File: config.mk
export PLATFORM = sky130hd
export DESIGN_NAME = response_router
export DESIGN_NICKNAME = d
export VERILOG_FILES = /design/src/mem_pkg.sv /design/src/response_router.sv
export SDC_FILE = /design/constraint.sdc
export NUM_CORES = 1
export LEC_CHECK = 0
export BUFFER_PORTS_ARGS = -buffer_cell sky130_fd_sc_hd__buf_2
export CAP_MARGIN = 20
export CORE_MARGIN = 5
export CORE_UTILIZATION = 48
export DETAILED_ROUTE_END_ITERATION = 6
export GPL_TIMING_DRIVEN = 1
export PLACE_DENSITY_LB_ADDON = 0.08
export SYNTH_ARGS = -nofsm -noshare
export SYNTH_HDL_FRONTEND = slang
export SYNTH_SLANG_ARGS = --single-unit
File: constraint.sdc
create_clock -name clk -period 4.04 [get_ports clk]
set_clock_uncertainty 0.1 [all_clocks]
set_input_delay 0.808 -clock clk [delete_from_list [all_inputs] [get_ports clk]]
set_output_delay 0.808 -clock clk [all_outputs]
set_load 0.005 [all_outputs]
File: src/mem_init.hex
// One 16-bit word per line in hex, word index 0 upward
// Byte address of each word is twice its line number
0A11
1B22
2C33
3D44
4E55
5F66
6071
7182
8293
93A4
A4B5
B5C6
C6D7
D7E8
E8F9
F90A
0A1B
1B2C
2C3D
3D4E
4E5F
5F60
6072
7183

File: src/mem_pkg.sv
////////////////////////////////////////
// Memory subsystem package
// Widths, read latency and vector types
// shared by the memory side of the core
////////////////////////////////////////

package mem_pkg;

    ////////////////////////////////////////
    // Widths and timing
    ////////////////////////////////////////

    // Byte address, bit 0 ignored by the word array
    localparam int addr_w = 16;
    // One memory word
    localparam int data_w = 16;
    // Cycles from accepted read to response
    localparam int read_latency = 4;
    // Word index drops the byte bit
    localparam int word_idx_w = addr_w - 1;

    // Image loaded at the first reset
    localparam string init_file = "/design/src/mem_init.hex";

    ////////////////////////////////////////
    // Vector types
    ////////////////////////////////////////

    typedef logic [addr_w-1:0]     addr_t;
    typedef logic [data_w-1:0]     word_t;
    typedef logic [word_idx_w-1:0] word_idx_t;

    // Read source, 0 is fetch and 1 is data
    typedef logic [0:0] src_tag_t;

endpackage

File: src/response_router.sv
////////////////////////////////////////
// Response router
// Follows the read pipeline with a tag and
// steers each word to fetch or data
////////////////////////////////////////

`timescale 1ns/10ps

module response_router (
    input  logic              clk,
    input  logic              rst,
    input  logic              rd_issue,
    input  mem_pkg::src_tag_t rd_tag,
    input  mem_pkg::word_t    rdata,
    input  logic              rvalid,
    output mem_pkg::word_t    f_rdata,
    output logic              f_valid,
    output mem_pkg::word_t    d_rdata,
    output logic              d_valid
);
    import mem_pkg::*;

    // Tag shift register, same depth as the memory pipe
    src_tag_t tag_pipe [read_latency];
    src_tag_t tag_out;

    // Last word delivered to each port
    word_t f_hold;
    word_t d_hold;

    always_ff @(posedge clk) begin
        if (rst) begin
            for (int i = 0; i < read_latency; i++) begin
                tag_pipe[i] <= '0;
            end
        end else begin
            // Idle cycles shift in a zero tag
            tag_pipe[0] <= rd_issue ? rd_tag : src_tag_t'(0);
            for (int i = 1; i < read_latency; i++) begin
                tag_pipe[i] <= tag_pipe[i-1];
            end
        end
    end

    assign tag_out = tag_pipe[read_latency-1];

    // Exactly one port sees each response
    assign f_valid = rvalid && (tag_out == src_tag_t'(0));
    assign d_valid = rvalid && (tag_out == src_tag_t'(1));

    // Unselected port keeps its last word
    always_ff @(posedge clk) begin
        if (f_valid) f_hold <= rdata;
        if (d_valid) d_hold <= rdata;
    end

    assign f_rdata = f_valid ? rdata : f_hold;
    assign d_rdata = d_valid ? rdata : d_hold;

endmodule

==> flow_summary.yaml <==
power_and_ir_drop:
  ir_drop_v: 0.000283
  cellPowerDensity_mw_per_mm2: 468
  leakage_uw: 0.000796
route:
  vias: 774
  wl_per_cell_um: 13.1
  wl_met1_um: 907
  maxUsedRoutingLayer: "met4"
  drt_pass1_iterations: 2
  drt_iter0_drc: 15
  drc: 0
  wl_met2_mm: 1.03
  ant_nets: 0
  wl_met3_um: 236
  wl_mm: 2.22
  viasPerCell: 4.58
finish:
  final_common_cell: "buf_2"
  final_util: 0.634
  fillers: 214
  final_cell_mix: "54 x buf_2, 36 x dfxtp_1, 23 x mux2_2"
  nNetsFinal: 160
  multiInputGateArea_um2: 433
  seq_area_um2: 721
  drive_gt1_frac: 0.683
  diodes: 0
  syn_to_final_growth_pct: 28.7
clocking:
  cts_setup_buffers: 0
  cts_hold_buf: 0
  post_cts_resized: 0
  htreeDepth: 2
  cts-root-buf: "clkbuf_4"
  clk_pin_slew_ns: 0.10
  numCtsBuffers: 5
  cts_sinks: 36
  clk_path_buf_depth: 2
  worstSkewPairLatency_ns: 0.32
  tritoncts: "built"
die:
  pin_count: 55
  die_w_um: 59.9
  die_area_mm2: 0.00359
  start_util: 0.492
  fp.dieH_um: 59.9
  row_count: 18
  core_region_area_mm2: 0.00243
worst_setup_path:
  worstPathRequired_ns: 3.13
  cp.arrival_ns: 1.77
  r2r_cells: 3
  endpoint_kind: "output port"
  crit_type: "in -> out"
  crit_fanout: 17
  cp-start-kind: "input pin"
job:
  drv_cap: 0
synth:
  synth.distinct_cells: 12
  synth_seq_area_share: 0.602
  synth-seq-cells: 36
  avgSynthCellArea_um2: 15.0
  synth_warnings: 0
  mappedNetlistNets: 101
  syn_inst: 80
  syn_area_mm2: 0.00120
timing:
  finalCritPeriodShare: 0.663
  setup_tns_ns: 0
  hold_viol: 0
  timing.fmax_mhz: 374
  setup_viol: 0
  rsz0062_at_grt: "false"
  drv_slew: 0
  fin_crit_ns: 2.68
  worst_slew_pin_slew_ns: 0.384
  slew_headroom: 0.743
status:
  status: "complete, no violations"
place:
  detailed_place_hpwl_mm: 1.69
  io_buffers: 54
  finalWeightedCongestion: 0.671
worst_hold_path:
  hold_path.class: "reg -> reg"
  min_path_cells: 1
global_routing:
  grt_max_degree: 18
  grt.total_usage: 0.141
  grt-ovfl-total: 0
  grt_pass1_vias: 852
  grt_first_pass_wirelength_mm: 3.61
  antenna_found_initial: 0
[metal layers]
metal	track usage	up-vias
met5	0	-
met4	0.0759	0
met3	0.0670	5
met2	0.221	35
met1	0.158	350
li1	-	384
[sequential cells by signal, indices dropped and copies added, names as in the netlist]
name / cells
d_hold: 16
f_hold: 16
tag_pipe: 4
[stage by stage]
stage          hold WS [ns]  setup slack, ns  total power [uW]  instance area, um2  instances
2_1_floorplan         0.314             1.62               471                1200         80
3_3_place_gp          0.321             1.36               521                1480        162
3_5_place_dp          0.330             1.36               526                1480        162
4_1_cts               0.354             1.36               733                1540        169
5_1_grt               0.378             1.31               759                1540        169
6_report              0.350             1.36               722                1540        169
[cells by family (layout without fill, tap and decap cells)]
logic type	count (synthesis)	count (layout)	synth area share
flip-flops	36	36	0.602
buffers and inverters	5	64	0.0366
multiplexers	32	32	0.329
AND/OR/NAND/NOR	7	7	0.0324
[path summary, 6_finish.rpt]
kind,slack [ns],to,from
worst min-delay path,0.35,tag_pipe[2]$_SDFF_PP0_,tag_pipe[1]$_SDFF_PP0_
worst max register to register,2.73,f_hold[2]$_DFF_P_,tag_pipe[3]$_SDFF_PP0_
worst max-delay path,1.36,f_rdata[2],rvalid
worst min register to register,0.35,tag_pipe[2]$_SDFF_PP0_,tag_pipe[1]$_SDFF_PP0_
[final cells by class]
type | instances | share of cell area
clock buffers | 7 | 0.0422
inverters | 2 | 0.00487
multi-input cells | 39 | 0.281
flip-flops and latches | 36 | 0.468
well taps | 30 | 0.0244
repair buffers | 55 | 0.180
[cell usage after synthesis]
cell	instances	area (um2)
dfxtp_1	36	721
mux2_2	23	259
mux2_4	9	135
nor2b_1	3	18.8
inv_1	2	7.51
buf_12	1	20.0
buf_2	1	5.00
buf_6	1	11.3
nand2_1	1	3.75
nand2_2	1	6.26
nand2b_1	1	6.26
nor2_1	1	3.75
[power by group]
group | total, uW | internal (uW) | switching, uW
Combinational | 112 | 68.0 | 44.2
Clock | 207 | 98.7 | 108
Sequential | 403 | 394 | 9.34
Total | 722 | 560 | 162
[worst max-delay path, cell delays in order]
cell      delay [ns]
buf_2           0.11
nand2b_1        0.06
buf_4           0.27
mux2_2          0.38
buf_2           0.13
(Power assumes the default switching activity.)
