$ cat config.mk
export PLATFORM = sky130hd
export DESIGN_NAME = access_arbiter_flat
export DESIGN_NICKNAME = d
export VERILOG_FILES = /design/src/mem_pkg.sv /design/src/mem_req_if.sv /design/src/access_arbiter.sv /design/src/flat_wrapper.sv
export SDC_FILE = /design/constraint.sdc
export NUM_CORES = 1
export LEC_CHECK = 0
export BUFFER_PORTS_ARGS = -buffer_cell sky130_fd_sc_hd__buf_4
export CAP_MARGIN = 20
export CORE_ASPECT_RATIO = 1.2
export CORE_MARGIN = 2
export CORE_UTILIZATION = 22
export DETAILED_ROUTE_END_ITERATION = 6
export GPL_TIMING_DRIVEN = 0
export PLACE_DENSITY = 0.87
export SYNTH_ARGS = -nofsm -noshare
export SYNTH_HDL_FRONTEND = slang
export SYNTH_SLANG_ARGS = --single-unit
$ cat constraint.sdc
create_clock -name vclk -period 0.8
set_input_delay 0.12 -clock vclk [all_inputs]
set_output_delay 0.12 -clock vclk [all_outputs]
set_load 0.01 [all_outputs]
$ cat src/mem_init.hex
// One 16-bit word per line in hex, word index 0 upward
// Byte address of each word is twice its line number
0A11
1B22
2C33
3D44
4E55
5F66
6071
7182
8293
93A4
A4B5
B5C6
C6D7
D7E8
E8F9
F90A
0A1B
1B2C
2C3D
3D4E
4E5F
5F60
6072
7183

$ cat src/mem_pkg.sv
////////////////////////////////////////
// Memory subsystem package
// Widths, read latency and vector types
// shared by the memory side of the core
////////////////////////////////////////

package mem_pkg;

    ////////////////////////////////////////
    // Widths and timing
    ////////////////////////////////////////

    // Byte address, bit 0 ignored by the word array
    localparam int addr_w = 16;
    // One memory word
    localparam int data_w = 16;
    // Cycles from accepted read to response
    localparam int read_latency = 4;
    // Word index drops the byte bit
    localparam int word_idx_w = addr_w - 1;

    // Image loaded at the first reset
    localparam string init_file = "/design/src/mem_init.hex";

    ////////////////////////////////////////
    // Vector types
    ////////////////////////////////////////

    typedef logic [addr_w-1:0]     addr_t;
    typedef logic [data_w-1:0]     word_t;
    typedef logic [word_idx_w-1:0] word_idx_t;

    // Read source, 0 is fetch and 1 is data
    typedef logic [0:0] src_tag_t;

endpackage

$ cat src/mem_req_if.sv
////////////////////////////////////////
// Memory request interface
// One access per cycle, arbiter to memory
////////////////////////////////////////

`timescale 1ns/10ps

interface mem_req_if;
    import mem_pkg::*;

    // Access strobe, no handshake
    logic  enable;
    // High for a write, low for a read
    logic  wr;
    // Byte address of the access
    addr_t addr;
    // Word to store on a write
    word_t wdata;

    // Arbiter side drives the access
    modport arb (output enable, wr, addr, wdata);

    // Memory side takes every enabled cycle
    modport mem (input enable, wr, addr, wdata);

endinterface

$ cat src/access_arbiter.sv
////////////////////////////////////////
// Access arbiter
// Picks fetch or data for the memory slot,
// stalls fetch, tags every issued read
////////////////////////////////////////

`timescale 1ns/10ps

module access_arbiter (
    input  logic              f_en,
    input  mem_pkg::addr_t    f_addr,
    input  logic              d_en,
    input  logic              d_wr,
    input  mem_pkg::addr_t    d_addr,
    input  mem_pkg::word_t    d_wdata,
    output logic              f_stall,
    mem_req_if.arb            req,
    output logic              rd_issue,
    output mem_pkg::src_tag_t rd_tag
);
    import mem_pkg::*;

    // Winner of this cycle
    logic data_win;
    logic fetch_win;

    ////////////////////////////////////////
    // Grant
    ////////////////////////////////////////

    // Data port has fixed priority
    // load and store stalls cost more than a fetch bubble
    assign data_win  = d_en;
    assign fetch_win = f_en && !d_en;

    // Fetch holds its strobe while the data port owns the slot
    assign f_stall = f_en && d_en;

    ////////////////////////////////////////
    // Access to memory
    ////////////////////////////////////////

    always_comb begin
        req.enable = data_win || fetch_win;
        req.wr     = 1'b0;
        req.addr   = f_addr;
        req.wdata  = '0;
        rd_issue   = fetch_win;
        // Fetch reads carry tag 0
        rd_tag     = src_tag_t'(0);
        if (data_win) begin
            req.wr    = d_wr;
            req.addr  = d_addr;
            req.wdata = d_wdata;
            // Stores produce no response
            rd_issue  = !d_wr;
            rd_tag    = src_tag_t'(1);
        end
    end

endmodule

$ cat src/flat_wrapper.sv
// flat-port wrapper written by rule: the top's interface ports become plain ports
module access_arbiter_flat import mem_pkg::*;
  (f_en, f_addr, d_en, d_wr, d_addr, d_wdata, f_stall, rd_issue, rd_tag, req_enable, req_wr, req_addr, req_wdata);
  mem_req_if req_i ();
  input  logic f_en;
  input  mem_pkg::addr_t f_addr;
  input  logic d_en;
  input  logic d_wr;
  input  mem_pkg::addr_t d_addr;
  input  mem_pkg::word_t d_wdata;
  output logic f_stall;
  output logic rd_issue;
  output mem_pkg::src_tag_t rd_tag;
  output wire logic [$bits(req_i.enable)-1:0] req_enable;
  output wire logic [$bits(req_i.wr)-1:0] req_wr;
  output wire logic [$bits(req_i.addr)-1:0] req_addr;
  output wire logic [$bits(req_i.wdata)-1:0] req_wdata;
  assign req_enable = req_i.enable;
  assign req_wr = req_i.wr;
  assign req_addr = req_i.addr;
  assign req_wdata = req_i.wdata;
  access_arbiter u_core (.f_en(f_en), .f_addr(f_addr), .d_en(d_en), .d_wr(d_wr), .d_addr(d_addr), .d_wdata(d_wdata), .f_stall(f_stall), .req(req_i), .rd_issue(rd_issue), .rd_tag(rd_tag));
endmodule
==> flow_metrics.tcl, run 1 <==
set metrics [dict create \
    slowest_stage "mux2_4" \
    flops_and_latches 0 \
    status "finished, violations left" \
    grt_pass1_vias 643 \
    synth_most_common_cell "and2_1" \
    fin_ws_ns -0.1067 \
    hold_viol_final 0 \
    cts_setup_buffers 0 \
    worstMarginPinSlew_ns 0.1051 \
    final_antenna_net_count 0 \
    synth.distinct_cells 9 \
    syn-cell-area_um2 400.4 \
    yosysWarnings 0 \
    placeableCoreArea_um2 1682 \
    finalMaxSlewViolations 0 \
    dp_cells 147 \
    post-route-min-period_ns 0.9067 \
    viasPerCell 4.389 \
    min_to "rd_tag" \
    powerDensity_nw_per_um2 596.2 \
    synth.net_count 93 \
    cp_max_fo 5 \
    nets 184 \
    synthTopCellsByCount "and2_1 (18), mux2_4 (11), mux2_2 (5), buf_6 (2), nor2_1 (2)" \
    wl_per_cell_um 12.38 \
    drc 0 \
    area_growth_pct 206.6 \
    setup_viol 13 \
    cp_cell_sequence "buf_12 -> buf_12 -> mux2_4 -> buf_6" \
    finalNonFillerCells 149 \
    fin_tns_setup_ns -1.129 \
    fin_util_pct 72.99 \
    hold-path-cell-count 2 \
    hold_buffers 0 \
    ir_drop_mv 0.3872 \
    grt_pass1_wl_um 2746 \
    grt_max_degree 11 \
    path_class "in -> out" \
    drtIter0Drc 4 \
    start_kind "primary input" \
    start_util_pct 23.81 \
    fillCellCount 128 \
    slowest_delay_ns 0.30 \
    timing.critical_path.mode_cell "buf_12" \
    track_usage_pct 15.83 \
    routabilityCongestion 0.6986 \
    synth.yosys.seq_area_share_pct 0 \
    portBuffers 87 \
    violations "setup timing" \
    hold_start "d_en" \
    dp_hpwl_um 1550 \
    std_cell_rows 16 \
    critPathRequiredTime_ns 0.68 \
    die_x_um 42.95 \
    dieArea_um2 2179 \
    synth_cells 42 \
    die_h_um 50.73 \
    end_kind "output port" \
    drive_above_1_share_pct 86.26 \
    ys_top_cells_by_area "mux2_4 (41%), and2_1 (28%), mux2_2 (14%), buf_6 (5.6%), buf_12 (5.0%)" \
    grt_setup_unrepaired "yes" \
    hp-class "in -> out" \
    period_share_pct 113.3 \
    antenna_found_initial 0 \
    drt-pass1-iter-count 3 \
    seq_area_um2 0 \
    n_antenna_cell 0 \
    synth_top_area_share_pct 41.25 \
    p_leak_nw 0.6869 \
    max_cap_viol_count 0 \
    pin_count 88 \
    place_ws_ns -0.1373 \
    cp.arrival_ns 0.79 \
    syn_avg_cell_area_um2 9.533 \
    routed_wl_um 1844 \
    synth_area_leader_cell "mux2_4" \
    overflow 0 \
    max_freq_ghz 1.103 \
    slew_headroom_pct 92.99 \
    clkbuf_count 0 \
    vias 654 \
]
## critical path, delay by kind of cell
| family | cells | cell delay [ns] |
|---|---|---|
| muxes | 1 | 0.30 |
| buffers and inverters | 3 | 0.37 |
## report_power, final
group          internal [mW]  total (mW)  switching, mW
logic                  0.506       0.732          0.226
clock network              0           0              0
registers                  0           0              0
## area by class of cell
cell class,instances,area (um2),share of cell area [%]
Buffer,5,67.56,5.505
Inverter,1,3.754,0.3058
Multi-Input combinational cell,36,369.1,30.07
Tap cell,18,22.52,1.835
Timing Repair Buffer,89,764.5,62.28
## what timing repair did
item / 4_1_cts / 5_1_grt
pin swaps: 0 / 1
resized for setup: 25 / 0
setup endpoints to repair: 18 / 24
cloned: 2 / 0
## worst max-delay path by stage
stage	startpoint	endpoint	slack, ns	depth (start not counted)
finish	d_en	req_addr[10]	-0.11	4
global route	d_en	req_addr[5]	-0.12	4
CTS	d_en	req_addr[9]	-0.11	4
detailed placement	d_en	req_addr[10]	-0.14	4
global placement	d_en	req_addr[7]	-0.13	4
floorplan	d_en	req_addr[10]	0.002	3
## cell usage in the layout, fill, tap and decap left out, drive strengths merged
cell  instances
buf          94
and2         18
inv           1
nor2          2
mux2         16
## logic make-up after synthesis
logic type             Yosys count  synth area share (%)
AND/OR/NAND/NOR                 20                 30.00
buffers and inverters            6                 14.69
multiplexers                    16                 55.31
## per-stage QoR
step                hold WS, ns  instance area [um2]  total power [mW]
floorplan                0.3318                411.6            0.2599
global placement         0.4191                 1087            0.6204
detailed placement       0.4193                 1087            0.6358
CTS                      0.4196                 1227            0.7354
global route             0.4264                 1227            0.7736
finish                   0.4177                 1227            0.7318
## layer usage
metal / up-vias / track usage [%] / part of all wire, %
li1: 315 / - / -
met1: 284 / 14.47 / 26
met2: 55 / 34.09 / 57
met3: 0 / 5.396 / 16
met4: 0 / 0 / 0
met5: - / 0 / 0
(Power assumes the default switching activity.)
==> inputs of run 2 (changes only) <==
Settings changed: PLACE_DENSITY 0.87 to 0.88.
==> run 2 against run 1 <==
Net effect: the run still ends with setup timing left; utilization increased by 0.30 points; critical path depth unchanged; power increased by 0.78%; worst hold slack got worse by 0.00075 ns; maximum frequency decreased by 0.73%; first-iteration DRC count decreased by 100%; non-clock buffer count unchanged; setup slack got worse by 0.0066 ns; final area increased by 0.41%; wire length decreased by 0.49%; sequential share of layout area unchanged; critical path type unchanged; critical endpoint is now req_addr[11]; highest routed layer unchanged.
==> flow_metrics.tcl, run 2 (synthesis results as in run 1) <==
set metrics [dict create \
    grt_pass1_vias 652 \
    end_kind "output port" \
    p_leak_nw 0.6936 \
    routed_wl_um 1835 \
    grt_pass1_wl_um 2553 \
    seq_area_um2 0 \
    hold_viol_final 0 \
    die_x_um 42.95 \
    slew_headroom_pct 92.38 \
    track_usage_pct 14.38 \
    fin_tns_setup_ns -1.570 \
    drive_above_1_share_pct 86.26 \
    placeableCoreArea_um2 1682 \
    design_area_um2 1232 \
    cp.arrival_ns 0.79 \
    powerDensity_nw_per_um2 598.4 \
    finalMaxSlewViolations 0 \
    cp_max_fo 5 \
    start_kind "primary input" \
    critPathRequiredTime_ns 0.68 \
    viasPerCell 4.503 \
    period_share_pct 114.2 \
    portBuffers 87 \
    ir_drop_mv 0.3245 \
    post-route-min-period_ns 0.9134 \
    flops_and_latches 0 \
    std_cell_rows 16 \
    dieArea_um2 2179 \
    hp-class "in -> out" \
    finalPower_mw 0.7375 \
    gr-usage-met1_pct 14.04 \
    pin_count 88 \
    clkbuf_count 0 \
    grt_setup_unrepaired "yes" \
    die_h_um 50.73 \
    mostFrequentLayoutCell "buf_4" \
    final_cell_mix "buf_4 (73), and2_1 (17), mux2_4 (15), buf_6 (15), buf_12 (2)" \
    fillCellCount 128 \
    overflow 0 \
    drc 0 \
    nets 184 \
    grt_max_degree 11 \
    area_growth_pct 207.8 \
    status "finished, violations left" \
    final_antenna_net_count 0 \
    grt_use_met2_pct 30.56 \
    antenna_found_initial 0 \
    postPlaceCellArea_um2 1087 \
    fin_ws_ns -0.1134 \
    routabilityCongestion 0.7726 \
    max_cap_viol_count 0 \
    grt_util_met3_pct 3.957 \
    drt-pass1-iter-count 1 \
    hold_buffers 0 \
    start_util_pct 23.81 \
    worstMarginPinSlew_ns 0.1143 \
    path_class "in -> out" \
    max_freq_ghz 1.095 \
    setup_viol 17 \
    wl_per_cell_um 12.32 \
    vias 671 \
    n_antenna_cell 0 \
    cts_setup_buffers 0 \
    drtIter0Drc 0 \
    violations "setup timing" \
    grt.busiest_layer "met2" \
]
-- run 2: cell count changes in the layout (fill, tap and decap cells not counted), sizes merged --
cell	delta
bufbuf	+1
buf	-1
-- run 2: final cells by class --
type               instances  area, um2  share of cell area [%]
repair buffers            89      769.5                   62.44
multi-input cells         36      369.1                   29.95
plain buffers              5      67.56                   5.482
well taps                 18      22.52                   1.827
inverters                  1      3.754                  0.3046
-- run 2: final timing paths --
path	depth (start not counted)	slack, ns	from	endpoint
worst min-delay path	2	0.42	d_en	rd_tag
worst max-delay path	4	-0.11	d_en	req_addr[11]
-- run 2: critical path, stage by stage --
cell,delay (ns)
buf_12,0.12
buf_16,0.13
mux2_4,0.30
buf_6,0.12
-- run 2: layer usage --
metal	wire length [um]	vias to the layer above
met2	1006	63
li1	-	315
met1	533	293
met3	295	0
met4	0	0
met5	0	-
-- run 2: through the flow --
step | hold slack (ns) | setup slack [ns] | std cells | utilization (%)
after detailed placement | 0.4188 | -0.1452 | 147 | 64.66
after global placement | 0.4176 | -0.1309 | 147 | 64.66
after CTS | 0.4188 | -0.1100 | 149 | 72.99
after floorplan | 0.3318 | 0.001605 | 42 | -
after global routing | 0.4231 | -0.1241 | 149 | 73.29
final | 0.4170 | -0.1134 | 149 | 73.29
-- run 2: power breakdown --
part	internal (mW)	leakage, nW	switching, mW
Sequential	0	0	0
Clock	0	0	0
Combinational	0.511	0.694	0.226
-- run 2: what timing repair did --
action	CTS	global route
cloned	2	0
pin swaps	0	0
endpoints found under the setup margin	18	28
gates resized for setup	23	1
